### src/soc_pkg.sv
// Package: bus word and address types, address map, mux select, sample widths, register offsets
`default_nettype none

package soc_pkg;

  // ****************************************
  // Bus types
  // ****************************************

  // One AHB data word
  typedef logic [31:0] ahb_word_t;

  // Address seen either flat or as region plus offset
  typedef union packed {
    logic [31:0] raw;
    struct packed {
      logic [3:0]  region;
      logic [27:0] offset;
    } f;
  } ahb_addr_t;

  // Address map, top nibble
  localparam logic [3:0] REGION_SRAM   = 4'h0;
  localparam logic [3:0] REGION_GPIO   = 4'h4;
  localparam logic [3:0] REGION_SAMPLE = 4'h5;

  // Read mux select, NOMAP doubles as default slave
  typedef enum logic [1:0] {
    MUX_SRAM,
    MUX_GPIO,
    MUX_SAMPLE,
    MUX_NOMAP
  } mux_sel_t;

  typedef logic [3:0] led_t;

  // ****************************************
  // Sample chain
  // ****************************************

  localparam int ADC_W    = 12;
  localparam int CHAN_W   = 2;
  localparam int SEQ_W    = 12;
  // Entry packs channel, sequence, value from msb down
  localparam int SAMPLE_W = CHAN_W + SEQ_W + ADC_W;

  // Sample port registers
  localparam logic [7:0] SP_DATA   = 8'h00;
  localparam logic [7:0] SP_STATUS = 8'h04;

endpackage

`default_nettype wire

### src/ahb_read_mux.sv
// Module ahb_read_mux: data-phase select register, hrdata/hready mux, default slave
`default_nettype none

module ahb_read_mux import soc_pkg::*; (
  input  logic       fclk,
  input  logic       resetn,
  input  logic [1:0] htrans,
  input  logic       hready_in,
  input  mux_sel_t   mux_sel,
  input  ahb_word_t  hrdata_sram,
  input  ahb_word_t  hrdata_gpio,
  input  ahb_word_t  hrdata_sample,
  input  logic       hreadyout_sram,
  input  logic       hreadyout_gpio,
  input  logic       hreadyout_sample,
  output ahb_word_t  hrdata,
  output logic       hready
);

  // Select of the transfer now in its data phase
  mux_sel_t sel_q;

  // Idle address phases park on the default slave
  always_ff @(posedge fclk or negedge resetn) begin
    if (!resetn) begin
      sel_q <= MUX_NOMAP;
    end else if (hready_in) begin
      sel_q <= htrans[1] ? mux_sel : MUX_NOMAP;
    end
  end

  always_comb begin
    // Default slave: zero data, always ready
    hrdata = '0;
    hready = 1'b1;
    case (sel_q)
      MUX_SRAM: begin
        hrdata = hrdata_sram;
        hready = hreadyout_sram;
      end
      MUX_GPIO: begin
        hrdata = hrdata_gpio;
        hready = hreadyout_gpio;
      end
      MUX_SAMPLE: begin
        hrdata = hrdata_sample;
        hready = hreadyout_sample;
      end
      default: ;
    endcase
  end

endmodule

`default_nettype wire

### config.mk
export PLATFORM = sky130hd
export DESIGN_NAME = ahb_read_mux
export DESIGN_NICKNAME = d
export VERILOG_FILES = /design/src/soc_pkg.sv /design/src/ahb_read_mux.sv
export SDC_FILE = /design/constraint.sdc
export NUM_CORES = 1
export LEC_CHECK = 0
export ABC_CLOCK_PERIOD_IN_PS = 1200
export BUFFER_PORTS_ARGS = -buffer_cell sky130_fd_sc_hd__buf_2
export CORE_ASPECT_RATIO = 0.7
export CORE_MARGIN = 1.5
export CORE_UTILIZATION = 27
export CTS_CLUSTER_DIAMETER = 80
export DETAILED_ROUTE_END_ITERATION = 16
export PLACE_DENSITY = 0.84
export SLEW_MARGIN = 5
export SYNTH_ARGS = -nofsm -noshare
export SYNTH_HDL_FRONTEND = slang
export SYNTH_SLANG_ARGS = --single-unit
### constraint.sdc
create_clock -name fclk -period 1.2 [get_ports fclk]
set_clock_uncertainty 0.1 [all_clocks]
set_input_delay 0.06 -clock fclk [delete_from_list [all_inputs] [get_ports fclk]]
set_output_delay 0.06 -clock fclk [all_outputs]
set_load 0.05 [all_outputs]
==> results_dict.tcl, run 1 <==
set metrics [dict create \
    status "complete, but fails checks" \
    violations "setup timing" \
    via_per_inst 5.27 \
    cts.sinks 2 \
    antenna_found_initial 0 \
    synthDistinctLibCells 13 \
    fillCellCount 119 \
    peakVddDrop_v 0.000869 \
    drc 0 \
    synth_compound_area_share_pct 43.3 \
    power.leakage_uw 0.00131 \
    min_period_over_period_pct 150 \
    fp.dieW_um 74.5 \
    ant_nets 0 \
    yosysTopAreaCell "mux2i_1" \
    setup_viol 35 \
    grt_pass1_wl_um 6770 \
    initial_core_util_pct 29.5 \
    tns_ns -19.24 \
    seqPwrFrac_pct 3.7 \
    largest_register "sel_q" \
    grt_pass1_vias 1399 \
    grt_overflow 0 \
    rsz0062_at_grt "true" \
    met1_usage_pct 25.8 \
    initialDrtViolationCount 48 \
    synth-xor-area-share_pct 0 \
    crit_path_end_kind "output port" \
    clk_pin_slew_ns 0.03 \
    place_congestion 0.685 \
    h-tree-depth 1 \
    synthMuxAreaShare_pct 35.2 \
    busiest_layer "met2" \
    top_regs "sel_q x2" \
    largest_register_ffs 2 \
    post-place-cells 268 \
    netlist_instances 88 \
    drv_slew 0 \
    drive_gt1_share_pct 91.7 \
    final_cells 288 \
    io_pins 139 \
    finalNetCount 348 \
    synth_simple_gate_area_share_pct 2.59 \
    vias 1518 \
    p_sw_uw 1100 \
    num_antenna_cells 0 \
    worst_ep_arrival_time_ns 1.64 \
    grt_max_degree 20 \
    pre_cts_slack_ns -0.432 \
    synth_top_family_by_area "compound AO/OA/AOI/OAI gates" \
    avgRoutedWirePerCell_um 23.0 \
    r2r_slack_ns -0.30 \
    synthesis.area_um2 966 \
    hold_viol_final 0 \
    grtUsageMet2_pct 46.0 \
    synth_fa_ha_area_share_pct 0 \
    pwr-share-clk_pct 12.3 \
    firstDrtPassIters 4 \
    avgSynthCellArea_um2 11.0 \
    start_kind "flip-flop" \
    grt.total_usage_pct 23.2 \
    intPower_uw 1230 \
    die_area_um2 3950 \
    routed_wirelength_um 6640 \
    finalCriticalPeriod_ns 1.80 \
    tritoncts "built" \
    ys_ff_latch 2 \
    p_per_area_nw_per_um2 770 \
    num_rows 17 \
    maxCapViolCount 0 \
    min_path_type "in2async" \
    setup_ws_ns -0.605 \
    synth_top_area_share_pct 35.2 \
    critPathRequiredTime_ns 1.04 \
    yosysWarningCount 0 \
    worstMarginPinSlew_ns 0.353 \
    yosysSeqAreaShare_pct 5.44 \
    cts_buffers 3 \
    gr-usage-met3_pct 3.24 \
    synth.area.top_cells "mux2i_1, o2bb2ai_2, o2bb2ai_1" \
    fin_util_pct 92.4 \
    slew_headroom_pct 75.8 \
    whs_ns 0.279 \
    dp_hpwl_um 3210 \
    critical_path_class "reg2out" \
    clk_path_buf_depth 2 \
    comb_power_share_pct 84.0 \
    clkLatencyLatePin_ns 0.21 \
    area_delta_synth_final_pct 213 \
    cts-root-buf "clkbuf_8" \
    cp_max_fo 6 \
    fp.dieH_um 53.0 \
    crit_start "sel_q[0]" \
    max_freq_mhz 554 \
    rr_startpoint "sel_q[0]" \
    io_buffers 137 \
    coreArea_um2 3280 \
    synth.net_count 194 \
    swShare_pct 47.3 \
]
==> cells in the mapped netlist (all sizes together) <==
library cell	number
mux2i	34
o2bb2ai	32
clkbuf	1
a31oi	2
nor2	3
inv	2
buf	11
dfstp	2
nor2b	1
==> worst paths after layout <==
path | to | cells after the start
max reg2reg | sel_q[0] | 6
min | sel_q[0] | 2
min in group fclk | hrdata[16] | 3
max | hrdata[28] | 5
min reg2reg | sel_q[1] | 4
max in group asynchronous | sel_q[1] | 2
==> per-layer routing <==
layer	part of all wire, %	up-vias	wire length (um)
li1	-	670	-
met1	35	725	2310
met2	54	97	3570
met3	7.7	26	512
met4	3.7	0	246
met5	0	-	0
==> cells in the final DEF (no fill, tap or decap), types with 2 or more instances in the layout <==
cell type      Yosys  routed
buf_12             0       9
buf_8              3      18
buf_16             0       2
nor2_1             3       2
dlygate4sd3_1      0       5
buf_6              5      18
inv_1              2       2
mux2i_1           34       8
buf_2              2     104
mux2i_2            0      10
buf_4              1       2
mux2i_4            0      16
o2bb2ai_4          0      31
a31oi_1            2       2
clkbuf_8           0       3
clkbuf_16          0       3
==> repair_timing <==
action | CTS | global route
hold endpoints to repair | 4 | 0
pin swaps | 2 | 12
gates resized for setup | 85 | 58
endpoints found under the setup margin | 34 | 34
setup buffers | 3 | 5
hold buffers | 5 | 0
cloned | 1 | 4
==> layout make-up <==
type	count	area, um^2	area share, %
clock buffers	4	45.0	1.49
flip-flops and latches	2	56.3	1.86
well taps	47	58.8	1.94
repair buffers	161	1370	45.2
inverters	2	7.51	0.248
multi-input cells	72	1490	49.3
==> logic make-up (layout without fill, tap and decap cells) <==
kind of cell	Yosys count	count (layout)
mux	34	34
buf+inv	14	167
compound gates	34	34
flops	2	2
simple gates	4	4
==> worst max-delay path, cell delays in order, from the launching register on <==
cell and delay [ns]:
dfstp_4 0.61, nor2b_4 0.17, buf_12 0.16, clkbuf_16 0.17, o2bb2ai_2 0.13, buf_6 0.18
==> stage by stage <==
| stage | instance area [um^2] | total power (uW) |
|---|---|---|
| final | 3030 | 2330 |
| after global routing | 3030 | 2400 |
| after CTS | 2610 | 2000 |
| after detailed placement | 2190 | 1450 |
| after global placement | 2190 | 1420 |
| after floorplan | 1460 | 1100 |
==> power by group through the flow <==
stage,registers [uW],clock network [uW],logic [uW]
2_1_floorplan,79.9,0,1020
3_3_place_gp,85.5,0,1340
3_5_place_dp,85.8,0,1360
4_1_cts,85.0,295,1620
5_1_grt,87.9,300,2010
6_report,87.4,287,1960
No activity file was read; power rests on OpenSTA's default activity.
==> run 2: changes to the inputs <==
ABC_CLOCK_PERIOD_IN_PS = 1700   (was 1200)
CORE_UTILIZATION = 30   (was 27)
GPL_TIMING_DRIVEN = 0   (was unset)
PLACE_DENSITY = 0.88   (was 0.84)
clock period = 1.7 ns   (was 1.2 ns; I/O delays follow)
==> results_dict.tcl, run 2 (synthesis results as in run 1) <==
set metrics [dict create \
    cts-root-buf "clkbuf_8" \
    final_cells 274 \
    drc 0 \
    worst_ep_arrival_time_ns 1.55 \
    num_rows 17 \
    status "complete, but fails checks" \
    p_per_area_nw_per_um2 561 \
    layout_commonest_cell "buf_2" \
    total_power_uw 1320 \
    grt.total_usage_pct 22.0 \
    finalNetCount 344 \
    critical_path_class "reg2out" \
    antenna_found_initial 0 \
    critPathRequiredTime_ns 1.51 \
    top_regs "sel_q x2" \
    start_kind "flip-flop" \
    slowest_stage "dfstp_2" \
    clkLatencyLatePin_ns 0.21 \
    largest_register "sel_q" \
    grt_pass1_wl_um 6290 \
    cp_top_family "flip-flops" \
    worstMarginPinSlew_ns 0.286 \
    max_stage_delay_ns 0.53 \
    io_pins 139 \
    initialDrtViolationCount 20 \
    max_freq_mhz 576 \
    routed_wirelength_um 4340 \
    maxCapViolCount 0 \
    grt_max_degree 11 \
    final_area_um2 2350 \
    pre_cts_slack_ns -0.0201 \
    via_per_inst 4.99 \
    area_delta_synth_final_pct 143 \
    tritoncts "built" \
    fp.dieH_um 50.5 \
    post_dp_cell_area_um2 1770 \
    grt_overflow 0 \
    final_cell_mix "buf_2, buf_6, o2bb2ai_2" \
    grt_pass1_vias 1370 \
    clk_pin_slew_ns 0.03 \
    drv_slew 0 \
    io_buffers 137 \
    vias 1366 \
    clk_path_buf_depth 2 \
    slew_headroom_pct 81.0 \
    crit_chain "buf_12 -> buf_12 -> mux2i_2 -> o2bb2ai_2 -> buf_6" \
    coreArea_um2 3110 \
    cts.sinks 2 \
    dp_hpwl_um 3070 \
    drive_gt1_share_pct 90.7 \
    peakVddDrop_v 0.000596 \
    num_antenna_cells 0 \
    setup_ws_ns -0.0374 \
    avgRoutedWirePerCell_um 15.8 \
    min_path_type "in2reg" \
    ant_nets 0 \
    path_buf_inv 3 \
    violations "setup timing" \
    crit_path_end_kind "output port" \
    rsz0062_at_grt "true" \
    h-tree-depth 1 \
    cp_max_fo 10 \
    post-place-cells 263 \
    fp.dieW_um 70.8 \
    min_period_over_period_pct 102 \
    cts_buffers 3 \
    finalCriticalPeriod_ns 1.74 \
    firstDrtPassIters 3 \
    setup_viol 25 \
    largest_register_ffs 2 \
    hold_viol_final 0 \
    initial_core_util_pct 31.1 \
    crit_path_frequent_cell "buf_12" \
    power.leakage_uw 0.00112 \
    die_area_um2 3570 \
    place_congestion 0.728 \
]
[run 2: stage by stage]
| stage | hold slack [ns] | setup TNS [ns] | utilization [%] |
|---|---|---|---|
| after CTS | 0.00813 | -0.920 | 69.9 |
| after floorplan | -0.163 | 0 | - |
| after detailed placement | -0.0634 | -0.0416 | 56.8 |
| after global placement | -0.0642 | 0 | 56.8 |
| final | 0.00460 | -0.424 | 75.5 |
| after global routing | 0.0254 | -1.80 | 75.5 |
[run 2: per-layer routing]
metal / track usage, % / part of all wire, % / vias to the layer above / routed length (um)
li1: - / - / 650 / -
met1: 24.1 / 35 / 634 / 1500
met2: 45.6 / 58 / 76 / 2500
met3: 3.21 / 6.7 / 6 / 293
met4: 2.83 / 0.94 / 0 / 41
met5: 0 / 0 / - / 0
[run 2: where the power goes]
group          switching, uW  internal [uW]  total [uW]
Combinational            581            487        1070
Clock                   40.8            150         191
Sequential              2.98           54.7        57.7
[run 2: area by class of cell]
type / instances / area [um^2]
Sequential cell: 2 / 52.6
Timing Repair Buffer: 147 / 998
Fill cell: 228 / 759
Tap cell: 38 / 47.5
Inverter: 2 / 7.51
Clock buffer: 3 / 41.3
Buffer: 10 / 145
Multi-Input combinational cell: 72 / 1050
[run 2: worst paths after layout]
| kind | from | endpoint | cells past startpoint | slack [ns] |
|---|---|---|---|---|
| min in group asynchronous | resetn | sel_q[1] | 2 | 0.27 |
| max in group asynchronous | resetn | sel_q[0] | 2 | 1.21 |
| setup / recovery | sel_q[1] | hrdata[6] | 5 | -0.04 |
| setup reg to reg | sel_q[0] | sel_q[0] | 4 | 0.08 |
| hold reg to reg | sel_q[1] | sel_q[1] | 4 | 0.72 |
| hold / removal | mux_sel[1] | sel_q[1] | 3 | 0.005 |
[run 2: worst min-delay path: cells and delay by family]
kind | cells | cell delay, ns
buffers and inverters | 2 | 0.15
AOI/OAI and AO/OA | 1 | 0.08
[run 2: repair_timing]
action                                 in CTS  in global routing
setup endpoints to repair                  33                 32
endpoints found under the hold margin       4                  0
pin swaps                                   0                  0
hold buffers                                4                  0
gates resized for setup                    81                 34
setup buffers                               4                  1
cloned                                      1                  0
==> run 3: changes to the inputs <==
CORE_MARGIN = unset   (was 1.5)
CTS_CLUSTER_SIZE = 12   (was unset)
==> results_dict.tcl, run 3 (synthesis results as in run 1) <==
set metrics [dict create \
    initial_core_util_pct 33.0 \
    rsz0062_at_grt "true" \
    comb_power_share_pct 82.0 \
    min_path_type "in2reg" \
    coreArea_um2 2920 \
    slowest_stage "dfstp_2" \
    layout_commonest_cell "buf_2" \
    peakVddDrop_v 0.000510 \
    routed_wirelength_um 4660 \
    fin_util_pct 84.7 \
    critPathRequiredTime_ns 1.51 \
    p_sw_uw 643 \
    area_delta_synth_final_pct 156 \
    swShare_pct 46.8 \
    crit_path_end_kind "output port" \
    p_per_area_nw_per_um2 556 \
    worstMarginPinSlew_ns 0.286 \
    num_rows 16 \
    hold_viol_final 0 \
    clk_pin_slew_ns 0.03 \
    dp_hpwl_um 3130 \
    max_freq_mhz 570 \
    maxCapViolCount 0 \
    firstDrtPassIters 6 \
    top_regs "sel_q x2" \
    pwr-share-clk_pct 13.8 \
    grt_pass1_wl_um 6530 \
    cp_top_family "flip-flops" \
    grt_max_degree 11 \
    post-place-cells 261 \
    finalNetCount 348 \
    final_cell_mix "buf_2, buf_6, o2bb2ai_2" \
    io_buffers 137 \
    cp_max_fo 10 \
    whs_ns 0.00903 \
    tritoncts "built" \
    pre_cts_slack_ns 0.0110 \
    path_buf_inv 3 \
    clk_path_buf_depth 2 \
    setup_viol 23 \
    status "complete, but fails checks" \
    finalCriticalPeriod_ns 1.75 \
    crit_chain "buf_12 -> clkbuf_16 -> mux2i_1 -> o2bb2ai_2 -> buf_6" \
    drv_slew 0 \
    grt.total_usage_pct 23.9 \
    critical_path_class "reg2out" \
    num_antenna_cells 0 \
    io_pins 139 \
    largest_register_ffs 2 \
    cts_buffers 3 \
    antenna_found_initial 0 \
    cts-root-buf "clkbuf_8" \
    cts.sinks 2 \
    tns_ns -0.326 \
    drive_gt1_share_pct 90.8 \
    vias 1408 \
    setup_ws_ns -0.0535 \
    die_area_um2 3450 \
    place_congestion 0.852 \
    fp.dieW_um 69.8 \
    largest_register "sel_q" \
    initialDrtViolationCount 24 \
    ant_nets 0 \
    h-tree-depth 1 \
    power.leakage_uw 0.00117 \
    clkLatencyLatePin_ns 0.21 \
    intPower_uw 732 \
    via_per_inst 5.10 \
    grt_overflow 0 \
    max_stage_delay_ns 0.53 \
    fp.dieH_um 49.5 \
    avgRoutedWirePerCell_um 16.9 \
    final_cells 276 \
    violations "setup timing" \
    slew_headroom_pct 80.9 \
    drc 0 \
    seqPwrFrac_pct 4.2 \
    grt_pass1_vias 1363 \
    worst_ep_arrival_time_ns 1.57 \
    start_kind "flip-flop" \
    min_period_over_period_pct 103 \
]
## run 3: stage by stage
stage / total power, uW / area [um^2]
after global placement: 849 / 1760
after floorplan: 626 / 1030
after CTS: 1260 / 2230
after detailed placement: 864 / 1760
final: 1370 / 2470
after global routing: 1430 / 2470
## run 3: power by group through the flow
stage | registers [uW] | clock network [uW] | logic [uW]
2_1_floorplan | 56.0 | 0 | 570
3_3_place_gp | 56.0 | 0 | 793
5_1_grt | 58.3 | 200 | 1170
6_report | 57.9 | 189 | 1130
4_1_cts | 57.5 | 193 | 1010
3_5_place_dp | 56.2 | 0 | 807
## run 3: worst register-to-register path, delay by kind of cell (launching register included)
family / cells / cell delay, ns
DFF: 1 / 0.53
buffers and inverters: 2 / 0.31
AOI/OAI and AO/OA: 1 / 0.14
and+or+nand+nor: 1 / 0.04
## run 3: what timing repair did
item	CTS	global route
cloned	1	3
hold endpoints to repair	4	0
buffers inserted	6	0
setup endpoints to repair	33	33
resized for setup	85	34
hold buffers	4	0
pin swaps	6	0
## run 3: layout make-up
cell class / count / area [um^2]
Timing Repair Buffer: 151 / 1090
Multi-Input combinational cell: 72 / 1090
Fill cell: 176 / 448
Buffer: 10 / 150
Sequential cell: 2 / 52.6
Tap cell: 36 / 45.0
Clock buffer: 3 / 41.3
Inverter: 2 / 7.51
## run 3: per-layer routing
metal / wire length (um) / track usage, %
met1: 1700 / 27.0
met2: 2680 / 48.2
met3: 237 / 2.86
met4: 43 / 4.33
met5: 0 / 0
## run 3: worst paths after layout
| kind | cells after the start | slack [ns] | end | startpoint |
|---|---|---|---|---|
| min reg2reg | 3 | 0.62 | sel_q[0] | sel_q[0] |
| max | 5 | -0.05 | hrdata[9] | sel_q[1] |
| max reg2reg | 4 | 0.49 | sel_q[1] | sel_q[1] |
| max in group asynchronous | 2 | 1.22 | sel_q[1] | resetn |
| min | 3 | 0.009 | sel_q[0] | mux_sel[0] |
| min in group asynchronous | 2 | 0.26 | sel_q[0] | resetn |
